File: src/rtl/lc3b_pkg.sv
//**********************************************************
// LC-3b shared types: words, opcodes, control word and the
// payloads carried between the pipeline stages
//**********************************************************
`default_nettype none

package lc3b_pkg;

	typedef logic [15:0] lc3b_word;
	typedef logic [2:0] lc3b_reg;

	// Order is n, z, p
	typedef logic [2:0] lc3b_cc;

	localparam int LC3B_NUM_REGS = 8;
	localparam lc3b_word LC3B_RESET_PC = 16'h0000;

	typedef enum logic [3:0]
	{
		op_br  = 4'b0000,
		op_add = 4'b0001,
		op_ldr = 4'b0110,
		op_str = 4'b0111,
		op_and = 4'b0101,
		op_not = 4'b1001,
		op_jmp = 4'b1100,
		op_lea = 4'b1110
	} lc3b_opcode;

	typedef enum logic [1:0]
	{
		alu_add,
		alu_and,
		alu_not,
		alu_pass_addr
	} lc3b_alu_op;

	typedef enum logic
	{
		wb_alu,
		wb_mem
	} lc3b_wb_sel;

	typedef struct packed
	{
		lc3b_opcode opcode;
		logic sr1_needed;
		logic sr2_needed;
		logic imm_sel;
		logic load_reg;
		logic load_cc;
		logic mem_read;
		logic mem_write;
		logic is_br;
		logic is_jmp;
		lc3b_alu_op alu_op;
		lc3b_wb_sel wb_sel;
	} lc3b_ctrl;

	typedef struct packed
	{
		lc3b_word pc_plus2;
		lc3b_word instr;
	} lc3b_if_id_t;

	typedef struct packed
	{
		lc3b_ctrl ctrl;
		lc3b_word pc_plus2;
		lc3b_word instr;
		lc3b_word sr1_val;
		lc3b_word sr2_val;
		lc3b_reg sr1;
		lc3b_reg sr2;
		lc3b_reg dest;
	} lc3b_id_ex_t;

	// Result is the ALU value or the memory address
	typedef struct packed
	{
		lc3b_ctrl ctrl;
		lc3b_word result;
		lc3b_word store_data;
		lc3b_reg dest;
	} lc3b_ex_mem_t;

	typedef struct packed
	{
		lc3b_ctrl ctrl;
		lc3b_word result;
		lc3b_word load_data;
		lc3b_reg dest;
	} lc3b_mem_wb_t;

endpackage

`default_nettype wire

File: src/rtl/lc3b_control_rom.sv
//**********************************************************
// LC-3b decoder from instruction word to control word
//**********************************************************
`timescale 1ns/10ps
`default_nettype none

module lc3b_control_rom
	import lc3b_pkg::*;
(
	input  lc3b_word i_instr,
	output lc3b_ctrl o_ctrl
);

	always_comb
	begin
		o_ctrl = '0;
		o_ctrl.opcode = lc3b_opcode'(i_instr[15:12]);
		case (lc3b_opcode'(i_instr[15:12]))
			op_add,
			op_and:
			begin
				// Bit 5 picks imm5 over SR2
				o_ctrl.sr1_needed = 1'b1;
				o_ctrl.sr2_needed = !i_instr[5];
				o_ctrl.imm_sel = i_instr[5];
				o_ctrl.load_reg = 1'b1;
				o_ctrl.load_cc = 1'b1;
				o_ctrl.alu_op = (i_instr[15:12] == op_add) ? alu_add : alu_and;
			end
			op_not:
			begin
				o_ctrl.sr1_needed = 1'b1;
				o_ctrl.load_reg = 1'b1;
				o_ctrl.load_cc = 1'b1;
				o_ctrl.alu_op = alu_not;
			end
			op_lea:
			begin
				// No CC update on LC-3b LEA
				o_ctrl.load_reg = 1'b1;
				o_ctrl.alu_op = alu_pass_addr;
			end
			op_ldr:
			begin
				o_ctrl.sr1_needed = 1'b1;
				o_ctrl.load_reg = 1'b1;
				o_ctrl.load_cc = 1'b1;
				o_ctrl.mem_read = 1'b1;
				o_ctrl.alu_op = alu_pass_addr;
				o_ctrl.wb_sel = wb_mem;
			end
			op_str:
			begin
				// SR2 slot carries the store source
				o_ctrl.sr1_needed = 1'b1;
				o_ctrl.sr2_needed = 1'b1;
				o_ctrl.mem_write = 1'b1;
				o_ctrl.alu_op = alu_pass_addr;
			end
			op_br:
				o_ctrl.is_br = 1'b1;
			op_jmp:
			begin
				o_ctrl.sr1_needed = 1'b1;
				o_ctrl.is_jmp = 1'b1;
			end
			default:
				;
		endcase
	end

endmodule

`default_nettype wire

File: src/rtl/lc3b_cpu.sv
//**********************************************************
// Five-stage LC-3b core with hazard control, condition
// codes and one shared memory port
//**********************************************************
`timescale 1ns/10ps
`default_nettype none

module lc3b_cpu
	import lc3b_pkg::*;
(
	input  logic     clk,
	input  logic     i_reset,
	input  logic     i_mem_resp,
	input  lc3b_word i_mem_rdata,
	output lc3b_word o_mem_addr,
	output lc3b_word o_mem_wdata,
	output logic     o_mem_read,
	output logic     o_mem_write
);

	lc3b_word pc;
	lc3b_cc cc;
	logic fetch_req;
	logic fetch_resp;
	logic fetch_stale;
	logic data_req;
	logic data_resp;
	logic data_stall;
	lc3b_word mem_rdata;
	logic load_use;
	logic cc_hold;
	logic decode_hold;
	logic ex_redirect;
	logic redirect;
	lc3b_word ex_target;
	lc3b_ctrl dec_ctrl;
	lc3b_reg dec_sr2;
	lc3b_word rf_a;
	lc3b_word rf_b;
	logic wb_write;
	lc3b_word wb_data;
	logic if_id_valid;
	logic id_ex_valid;
	logic ex_mem_valid;
	logic mem_wb_valid;
	lc3b_if_id_t if_id_in;
	lc3b_if_id_t if_id;
	lc3b_id_ex_t id_ex_in;
	lc3b_id_ex_t id_ex;
	lc3b_ex_mem_t ex_mem_in;
	lc3b_ex_mem_t ex_mem;
	lc3b_mem_wb_t mem_wb_in;
	lc3b_mem_wb_t mem_wb;

	assign data_req = ex_mem_valid && (ex_mem.ctrl.mem_read || ex_mem.ctrl.mem_write);
	assign data_stall = data_req && !data_resp;
	assign decode_hold = load_use || cc_hold;
	assign fetch_req = !data_stall && !decode_hold;
	assign redirect = id_ex_valid && ex_redirect && !data_stall;

	always_ff @(posedge clk)
	begin
		if (i_reset)
		begin
			pc <= LC3B_RESET_PC;
			fetch_stale <= 1'b0;
		end
		else
		begin
			if (redirect)
				pc <= ex_target;
			else if (fetch_resp && !fetch_stale && !decode_hold && !data_stall)
				pc <= pc + 16'd2;
			// A fetch granted before the redirect returns a wrong-path word
			if (redirect && !fetch_resp && !data_resp)
				fetch_stale <= 1'b1;
			else if (fetch_resp)
				fetch_stale <= 1'b0;
		end
	end

	lc3b_mem_arbiter u_arbiter
	(
		.clk,
		.i_reset,
		.i_fetch_req(fetch_req),
		.i_fetch_addr(pc),
		.i_data_req(data_req),
		.i_data_write(ex_mem.ctrl.mem_write),
		.i_data_addr(ex_mem.result),
		.i_data_wdata(ex_mem.store_data),
		.i_mem_resp,
		.i_mem_rdata,
		.o_fetch_resp(fetch_resp),
		.o_data_resp(data_resp),
		.o_rdata(mem_rdata),
		.o_mem_addr,
		.o_mem_wdata,
		.o_mem_read,
		.o_mem_write
	);

	assign if_id_in.pc_plus2 = pc + 16'd2;
	assign if_id_in.instr = mem_rdata;

	lc3b_stage_reg #(.payload_t(lc3b_if_id_t)) u_if_id
	(
		.clk,
		.i_reset,
		.i_enable(!data_stall && !decode_hold),
		.i_flush(redirect),
		.i_valid(fetch_resp && !fetch_stale),
		.i_data(if_id_in),
		.o_valid(if_id_valid),
		.o_data(if_id)
	);

	lc3b_control_rom u_control_rom
	(
		.i_instr(if_id.instr),
		.o_ctrl(dec_ctrl)
	);

	// STR reads its source through the second port
	assign dec_sr2 = dec_ctrl.mem_write ? if_id.instr[11:9] : if_id.instr[2:0];

	lc3b_regfile u_regfile
	(
		.clk,
		.i_reset,
		.i_write(wb_write),
		.i_dest(mem_wb.dest),
		.i_wdata(wb_data),
		.i_src_a(if_id.instr[8:6]),
		.i_src_b(dec_sr2),
		.o_rdata_a(rf_a),
		.o_rdata_b(rf_b)
	);

	assign load_use = if_id_valid && id_ex_valid && id_ex.ctrl.mem_read &&
		((dec_ctrl.sr1_needed && if_id.instr[8:6] == id_ex.dest) ||
		(dec_ctrl.sr2_needed && dec_sr2 == id_ex.dest));

	// BR waits until every older CC writer has retired
	assign cc_hold = if_id_valid && dec_ctrl.is_br &&
		((id_ex_valid && id_ex.ctrl.load_cc) ||
		(ex_mem_valid && ex_mem.ctrl.load_cc) ||
		(mem_wb_valid && mem_wb.ctrl.load_cc));

	always_comb
	begin
		id_ex_in.ctrl = dec_ctrl;
		id_ex_in.pc_plus2 = if_id.pc_plus2;
		id_ex_in.instr = if_id.instr;
		id_ex_in.sr1_val = rf_a;
		id_ex_in.sr2_val = rf_b;
		id_ex_in.sr1 = if_id.instr[8:6];
		id_ex_in.sr2 = dec_sr2;
		id_ex_in.dest = if_id.instr[11:9];
	end

	lc3b_stage_reg #(.payload_t(lc3b_id_ex_t)) u_id_ex
	(
		.clk,
		.i_reset,
		.i_enable(!data_stall),
		.i_flush(redirect),
		.i_valid(if_id_valid && !decode_hold),
		.i_data(id_ex_in),
		.o_valid(id_ex_valid),
		.o_data(id_ex)
	);

	lc3b_execute u_execute
	(
		.i_id_ex(id_ex),
		.i_cc(cc),
		.i_ex_mem_valid(ex_mem_valid),
		.i_ex_mem(ex_mem),
		.i_wb_valid(wb_write),
		.i_wb_dest(mem_wb.dest),
		.i_wb_data(wb_data),
		.o_ex_mem(ex_mem_in),
		.o_redirect(ex_redirect),
		.o_target(ex_target)
	);

	lc3b_stage_reg #(.payload_t(lc3b_ex_mem_t)) u_ex_mem
	(
		.clk,
		.i_reset,
		.i_enable(!data_stall),
		.i_flush(1'b0),
		.i_valid(id_ex_valid),
		.i_data(ex_mem_in),
		.o_valid(ex_mem_valid),
		.o_data(ex_mem)
	);

	always_comb
	begin
		mem_wb_in.ctrl = ex_mem.ctrl;
		mem_wb_in.result = ex_mem.result;
		mem_wb_in.load_data = mem_rdata;
		mem_wb_in.dest = ex_mem.dest;
	end

	lc3b_stage_reg #(.payload_t(lc3b_mem_wb_t)) u_mem_wb
	(
		.clk,
		.i_reset,
		.i_enable(!data_stall),
		.i_flush(1'b0),
		.i_valid(ex_mem_valid),
		.i_data(mem_wb_in),
		.o_valid(mem_wb_valid),
		.o_data(mem_wb)
	);

	assign wb_data = (mem_wb.ctrl.wb_sel == wb_mem) ? mem_wb.load_data : mem_wb.result;
	assign wb_write = mem_wb_valid && mem_wb.ctrl.load_reg;

	// Reset value is z
	always_ff @(posedge clk)
	begin
		if (i_reset)
			cc <= 3'b010;
		else if (mem_wb_valid && mem_wb.ctrl.load_cc)
			cc <= {wb_data[15], wb_data == 16'd0, !wb_data[15] && wb_data != 16'd0};
	end

endmodule

`default_nettype wire

File: src/rtl/lc3b_execute.sv
//**********************************************************
// Execute stage: forwarding, ALU, address adder and
// branch or jump resolution
//**********************************************************
`timescale 1ns/10ps
`default_nettype none

module lc3b_execute
	import lc3b_pkg::*;
(
	input  lc3b_id_ex_t  i_id_ex,
	input  lc3b_cc       i_cc,
	input  logic         i_ex_mem_valid,
	input  lc3b_ex_mem_t i_ex_mem,
	input  logic         i_wb_valid,
	input  lc3b_reg      i_wb_dest,
	input  lc3b_word     i_wb_data,
	output lc3b_ex_mem_t o_ex_mem,
	output logic         o_redirect,
	output lc3b_word     o_target
);

	lc3b_ctrl ctrl;
	logic mem_fwd;
	lc3b_word src_a;
	lc3b_word src_b;
	lc3b_word operand_b;
	lc3b_word imm5;
	lc3b_word pc_offset;
	lc3b_word base_offset;
	lc3b_word addr;
	lc3b_word alu_out;

	// Load data is not back yet while the load sits in EX/MEM
	assign mem_fwd = i_ex_mem_valid && i_ex_mem.ctrl.load_reg && !i_ex_mem.ctrl.mem_read;

	function automatic lc3b_word forward(input lc3b_reg src, input lc3b_word reg_value);
		if (mem_fwd && i_ex_mem.dest == src)
			return i_ex_mem.result;
		if (i_wb_valid && i_wb_dest == src)
			return i_wb_data;
		return reg_value;
	endfunction

	assign ctrl = i_id_ex.ctrl;

	always_comb
	begin
		src_a = forward(i_id_ex.sr1, i_id_ex.sr1_val);
		src_b = forward(i_id_ex.sr2, i_id_ex.sr2_val);
	end

	assign imm5 = {{11{i_id_ex.instr[4]}}, i_id_ex.instr[4:0]};
	assign pc_offset = {{6{i_id_ex.instr[8]}}, i_id_ex.instr[8:0], 1'b0};
	assign base_offset = {{9{i_id_ex.instr[5]}}, i_id_ex.instr[5:0], 1'b0};
	assign operand_b = ctrl.imm_sel ? imm5 : src_b;

	// LDR and STR are base-relative, LEA and BR are PC-relative
	assign addr = (ctrl.opcode == op_ldr || ctrl.opcode == op_str) ?
		src_a + base_offset : i_id_ex.pc_plus2 + pc_offset;

	always_comb
	begin
		case (ctrl.alu_op)
			alu_add:
				alu_out = src_a + operand_b;
			alu_and:
				alu_out = src_a & operand_b;
			alu_not:
				alu_out = ~src_a;
			default:
				alu_out = addr;
		endcase
	end

	always_comb
	begin
		o_ex_mem.ctrl = ctrl;
		o_ex_mem.result = alu_out;
		o_ex_mem.store_data = src_b;
		o_ex_mem.dest = i_id_ex.dest;
	end

	assign o_redirect = ctrl.is_jmp || (ctrl.is_br && |(i_id_ex.instr[11:9] & i_cc));
	assign o_target = ctrl.is_jmp ? src_a : addr;

endmodule

`default_nettype wire

File: src/rtl/lc3b_mem_arbiter.sv
//**********************************************************
// Shares the memory port between fetch and data, data first
//**********************************************************
`timescale 1ns/10ps
`default_nettype none

module lc3b_mem_arbiter
	import lc3b_pkg::*;
(
	input  logic     clk,
	input  logic     i_reset,
	input  logic     i_fetch_req,
	input  lc3b_word i_fetch_addr,
	input  logic     i_data_req,
	input  logic     i_data_write,
	input  lc3b_word i_data_addr,
	input  lc3b_word i_data_wdata,
	input  logic     i_mem_resp,
	input  lc3b_word i_mem_rdata,
	output logic     o_fetch_resp,
	output logic     o_data_resp,
	output lc3b_word o_rdata,
	output lc3b_word o_mem_addr,
	output lc3b_word o_mem_wdata,
	output logic     o_mem_read,
	output logic     o_mem_write
);

	typedef enum logic [1:0]
	{
		owner_idle,
		owner_fetch,
		owner_data
	} owner_t;

	owner_t owner;
	logic write_q;

	always_ff @(posedge clk)
	begin
		if (i_reset)
			owner <= owner_idle;
		else if (owner == owner_idle)
		begin
			if (i_data_req)
				owner <= owner_data;
			else if (i_fetch_req)
				owner <= owner_fetch;
		end
		else if (i_mem_resp)
			owner <= owner_idle;
	end

	// Request is captured at grant and held until its response
	always_ff @(posedge clk)
	begin
		if (owner == owner_idle)
		begin
			write_q <= i_data_req && i_data_write;
			o_mem_addr <= i_data_req ? i_data_addr : i_fetch_addr;
			o_mem_wdata <= i_data_wdata;
		end
	end

	assign o_mem_read = (owner == owner_fetch) || (owner == owner_data && !write_q);
	assign o_mem_write = (owner == owner_data) && write_q;

	assign o_fetch_resp = (owner == owner_fetch) && i_mem_resp;
	assign o_data_resp = (owner == owner_data) && i_mem_resp;
	assign o_rdata = i_mem_rdata;

endmodule

`default_nettype wire

File: src/rtl/lc3b_regfile.sv
//**********************************************************
// Eight-entry register file, two read ports, write-through
//**********************************************************
`timescale 1ns/10ps
`default_nettype none

module lc3b_regfile
	import lc3b_pkg::*;
(
	input  logic     clk,
	input  logic     i_reset,
	input  logic     i_write,
	input  lc3b_reg  i_dest,
	input  lc3b_word i_wdata,
	input  lc3b_reg  i_src_a,
	input  lc3b_reg  i_src_b,
	output lc3b_word o_rdata_a,
	output lc3b_word o_rdata_b
);

	lc3b_word regs [LC3B_NUM_REGS];

	always_ff @(posedge clk)
	begin
		if (i_reset)
		begin
			for (int i = 0; i < LC3B_NUM_REGS; i++)
				regs[i] <= '0;
		end
		else if (i_write)
			regs[i_dest] <= i_wdata;
	end

	// Same-cycle write is visible to decode
	assign o_rdata_a = (i_write && i_dest == i_src_a) ? i_wdata : regs[i_src_a];
	assign o_rdata_b = (i_write && i_dest == i_src_b) ? i_wdata : regs[i_src_b];

endmodule

`default_nettype wire

File: src/rtl/lc3b_stage_reg.sv
//**********************************************************
// Pipeline stage register with valid bit, stall and flush
//**********************************************************
`timescale 1ns/10ps
`default_nettype none

module lc3b_stage_reg
#(
	parameter type payload_t = logic
)
(
	input  logic     clk,
	input  logic     i_reset,
	input  logic     i_enable,
	input  logic     i_flush,
	input  logic     i_valid,
	input  payload_t i_data,
	output logic     o_valid,
	output payload_t o_data
);

	// Flush wins over a load of the next valid bit
	always_ff @(posedge clk)
	begin
		if (i_reset)
			o_valid <= 1'b0;
		else if (i_flush)
			o_valid <= 1'b0;
		else if (i_enable)
			o_valid <= i_valid;
	end

	always_ff @(posedge clk)
	begin
		if (i_enable)
			o_data <= i_data;
	end

endmodule

`default_nettype wire

File: config.mk
export PLATFORM = sky130hd
export DESIGN_NAME = lc3b_cpu
export DESIGN_NICKNAME = d
export VERILOG_FILES = /design/src/rtl/lc3b_pkg.sv /design/src/rtl/lc3b_control_rom.sv /design/src/rtl/lc3b_cpu.sv /design/src/rtl/lc3b_execute.sv /design/src/rtl/lc3b_mem_arbiter.sv /design/src/rtl/lc3b_regfile.sv /design/src/rtl/lc3b_stage_reg.sv
export SDC_FILE = /design/constraint.sdc
export NUM_CORES = 1
export LEC_CHECK = 0
export BUFFER_PORTS_ARGS = -buffer_cell sky130_fd_sc_hd__buf_2
export CAP_MARGIN = 15
export CORE_AREA = 2 2 200 202
export DETAILED_ROUTE_END_ITERATION = 10
export DIE_AREA = 0 0 202 204
export PLACE_DENSITY_LB_ADDON = 0.15
export SLEW_MARGIN = 0
export SYNTH_ARGS = -nofsm -noshare
export SYNTH_HDL_FRONTEND = slang
export SYNTH_SLANG_ARGS = --single-unit
File: constraint.sdc
create_clock -name clk -period 11.8 [get_ports clk]
set_clock_uncertainty 0.05 [all_clocks]
set_input_delay 0.59 -clock clk [delete_from_list [all_inputs] [get_ports clk]]
set_output_delay 0.59 -clock clk [all_outputs]
set_load 0.05 [all_outputs]
==> flow_summary.json <==
{
  "post_synth_main_area_contributors": "sky130_fd_sc_hd__edfxtp_1, sky130_fd_sc_hd__nand2_1, sky130_fd_sc_hd__mux4_2",
  "power.leakage_nw": 8.20,
  "clk_latency_ns": 0.56,
  "timing_max_transition_violations_final": 0,
  "critical_path.n_buffers_inverters": 1,
  "die_w_um": 202,
  "cp-end-kind": "flip-flop",
  "viasPerCell": 5.91,
  "synth.mux.area_fraction_pct": 7.07,
  "worst_slew_pin_slew_ns": 1.21,
  "clock_tree.root_cell": "sky130_fd_sc_hd__clkbuf_16",
  "ys_warn_count": 0,
  "globalplace.congestion": 0.922,
  "initial_utilization_pct": 49.2,
  "die-height_um": 204,
  "tritoncts.num_buffers": 42,
  "cp_slowest_stage_delay_ns": 0.98,
  "synthSimpleGateAreaFrac_pct": 14.9,
  "worstHoldStart": "i_mem_rdata[15]",
  "netlist.area_leader.share_pct": 53.7,
  "rsz0062_at_grt": "no",
  "cts.sinks": 374,
  "ctsHoldBuffers": 0,
  "core_area_um2": 39200,
  "buffer_ports.inserted": 52,
  "num-nets-final": 1816,
  "final_critical_path_share_of_the_clock_period_pct": 42.7,
  "gr-usage-all-layers_pct": 26.4,
  "i_o_pin_total": 53,
  "clockBufferDepth": 3,
  "worst_setup_path_start_kind": "flip-flop",
  "grt_pass1_vias": 13200,
  "timing.fmax_ghz": 0.198,
  "critPathCapture": "pc[15]",
  "drive_gt1_share_pct": 13.3,
  "cp_data_arrival_time_ns": 5.47,
  "ys.flop_type": "sky130_fd_sc_hd__edfxtp_1",
  "postSynthNetCount": 1793,
  "regToRegStartpoint": "u_mem_wb.o_data[35]",
  "synth_adder_area_share_pct": 3.23,
  "slowest_stage": "sky130_fd_sc_hd__mux2i_1",
  "clk_pin_slew_worst_paths_ns": 0.06,
  "worstReg2RegEnd": "pc[15]",
  "postRouteAntennaNets": 0,
  "synth_sequential_area_ratio_pct": 56.7,
  "detail_route.drc_violations": 0,
  "final_hold_viol_count": 0,
  "ctsResizeCount": 0,
  "synth.distinct_cells": 71,
  "drt-pass1-iter-count": 6,
  "crit_required_ns": 12.23,
  "routedWlPerCell_um": 23.3,
  "maximum_number_of_pins_on_one_net_before_global_route_repair": 95,
  "worstSetupPathType": "reg -> reg",
  "syn-mean-instance-area_um2": 11.2,
  "insertedDiodeCount": 0,
  "synth_edf_count": 345,
  "ffs_latches_synth": 374,
  "fin_util_pct": 54.9,
  "worst-path-max-fanout": 17,
  "synthesis.instances": 1726,
  "synth-compound-area-share_pct": 11.2,
  "startpoint": "u_mem_wb.o_data[35]",
  "fill_cells": 3322,
  "crit_chain": "buf_4, mux2i_1, nand2_1, o21ai_0, o21ai_0, ha_1, fa_1, a21oi_1, o21bai_1, a21oi_1, o21ai_0, a41oi_1, a21oi_1, a31oi_1, xnor2_1, nor2_1, o31a_1, a211oi_1",
  "area_overhead_vs_synth_pct": 11.4,
  "cp_num_cells": 18,
  "fp.dieArea_um2": 41200,
  "timing.final.crit_period_ns": 5.04,
  "clock_tree.htree_level_count": 2,
  "totalNegativeSetupSlack_ns": 0,
  "place_hpwl_um": 35800,
  "reg2reg_depth": 18,
  "postRouteWirelength_um": 53700,
  "status": "finished, final reports clean",
  "grt_antenna_before_repair": 0,
  "postSynth.asyncResetShare_pct": 0,
  "synthMostInstantiatedCell": "sky130_fd_sc_hd__edfxtp_1",
  "max-slew-margin-rel_pct": 19.4,
  "number_of_cell_rows": 73,
  "grt_pass1_wl_um": 81200,
  "synthXorXnorAreaFrac_pct": 4.04,
  "cts.repair_timing.setup_buffer_count": 0,
  "synth.cells.most_frequent": "sky130_fd_sc_hd__edfxtp_1, sky130_fd_sc_hd__nand2_1, sky130_fd_sc_hd__nor2_1",
  "cap_viol_max_count": 0,
  "r2r_slack_ns": 6.76,
  "routed-via-count": 13600,
  "global_route.overflow_total": 0,
  "synth_top_family_by_area": "simple AND/OR/NAND/NOR gates",
  "synth.cell_area_um2": 19300,
  "setup-violations-final": 0,
  "synth_top_cell_by_area": "sky130_fd_sc_hd__edfxtp_1",
  "critPathTopFamily": "compound AO/OA/AOI/OAI gates",
  "hold_path.class": "in -> reg",
  "cts_tree": "built",
  "first_iter_violations": 1206,
  "max-vdd-ir-drop_v": 0.000109,
  "cellPowerDensity_nw_per_um2": 165
}
==> sequential cells by signal, summed over array words and instances, names as in the netlist, named ones only <==
signal                 flops
u_if_id.o_valid            1
u_arbiter.write_q          1
u_arbiter.o_mem_wdata     16
u_id_ex.o_data            75
u_regfile.regs           128
fetch_stale                1
u_arbiter.o_mem_addr      16
u_mem_wb.o_data           38
u_ex_mem.o_data           39
u_ex_mem.o_valid           1
u_if_id.o_data            32
cc                         3
u_mem_wb.o_valid           1
u_id_ex.o_valid            1
u_arbiter.owner            2
pc                        16
==> where the power goes <==
part | switching [mW] | internal (mW)
clock | 0.538 | 0.756
sequential | 0.105 | 1.57
combinational | 0.372 | 0.196
==> layout make-up <==
cell class	instances	area [um2]	share of cell area [%]
flip-flops and latches	374	10900	50.9
multi-input cells	1207	7850	36.5
inverters	33	129	0.600
repair buffers	91	561	2.61
clock inverters	31	259	1.20
clock buffers	45	1090	5.09
well taps	525	657	3.06
==> through the flow <==
stage	hold slack, ns	instances	power (mW)	setup slack [ns]	cell area (um2)
finish	0.172	2306	3.54	6.76	21500
floorplan	0.350	1726	2.03	6.24	19300
global placement	0.350	2227	2.26	6.98	20100
global route	0.157	2306	3.66	6.40	21500
detailed placement	0.355	2228	2.26	6.83	20100
CTS	0.143	2304	3.55	6.83	21500
==> cells by family after synthesis <==
group / after synthesis
adders and majority gates: 48
muxes: 86
buffers and inverters: 145
DFF: 374
AOI/OAI and AO/OA: 331
xor gates and xnor gates: 89
and+or+nand+nor: 653
==> how the worst min path moves through the flow <==
stage	to	cells past startpoint
detailed placement	u_arbiter.o_mem_wdata[12]	0
CTS	u_mem_wb.o_data[18]	1
global route	u_if_id.o_data[12]	1
global placement	u_id_ex.o_data[63]	0
finish	u_mem_wb.o_data[18]	1
floorplan	u_arbiter.o_mem_wdata[0]	0
==> worst reg2reg max path, cell delays in order (launching register included) <==
cell	delay, ns
sky130_fd_sc_hd__edfxtp_1	0.32
sky130_fd_sc_hd__buf_4	0.30
sky130_fd_sc_hd__mux2i_1	0.99
sky130_fd_sc_hd__nand2_1	0.10
sky130_fd_sc_hd__o21ai_0	0.10
sky130_fd_sc_hd__o21ai_0	0.28
sky130_fd_sc_hd__ha_1	0.34
sky130_fd_sc_hd__fa_1	0.42
sky130_fd_sc_hd__a21oi_1	0.16
sky130_fd_sc_hd__o21bai_1	0.11
sky130_fd_sc_hd__a21oi_1	0.20
sky130_fd_sc_hd__o21ai_0	0.16
sky130_fd_sc_hd__a41oi_1	0.34
sky130_fd_sc_hd__a21oi_1	0.15
sky130_fd_sc_hd__a31oi_1	0.23
sky130_fd_sc_hd__xnor2_1	0.16
sky130_fd_sc_hd__nor2_1	0.06
sky130_fd_sc_hd__o31a_1	0.29
sky130_fd_sc_hd__a211oi_1	0.19
==> metal layers <==
layer  part of all wire [%]  global-route usage [%]  vias up  wire [um]
li1                       -                       -     6356          -
met5                      0                       0        -          0
met2                     49                    45.2      510      26300
met4                    3.2                    9.59        0       1740
met1                     41                    34.8     6678      22100
met3                    6.6                    3.46       90       3520
==> placed cells by master, fill, tap and decap left out, drive strengths merged, types with 6 or more instances in the layout <==
| cell | n |
|---|---|
| nor4 | 6 |
| a21oi | 114 |
| xnor2 | 47 |
| and3 | 21 |
| and2 | 7 |
| nand2 | 250 |
| a211oi | 35 |
| nand3 | 49 |
| o21ai | 69 |
| mux2i | 29 |
| xor2 | 42 |
| a21o | 10 |
| buf | 91 |
| nor2 | 221 |
| mux4 | 38 |
| o21a | 21 |
| mux2 | 19 |
| nand2b | 21 |
| inv | 32 |
| edfxtp | 345 |
| o211ai | 6 |
| or3 | 8 |
| a31oi | 8 |
| clkinv | 23 |
| nor3 | 21 |
| ha | 45 |
| nor2b | 24 |
| a311oi | 35 |
| nand4 | 7 |
| dfxtp | 29 |
| clkbuf | 45 |
Power figures use the tool's default switching activity.
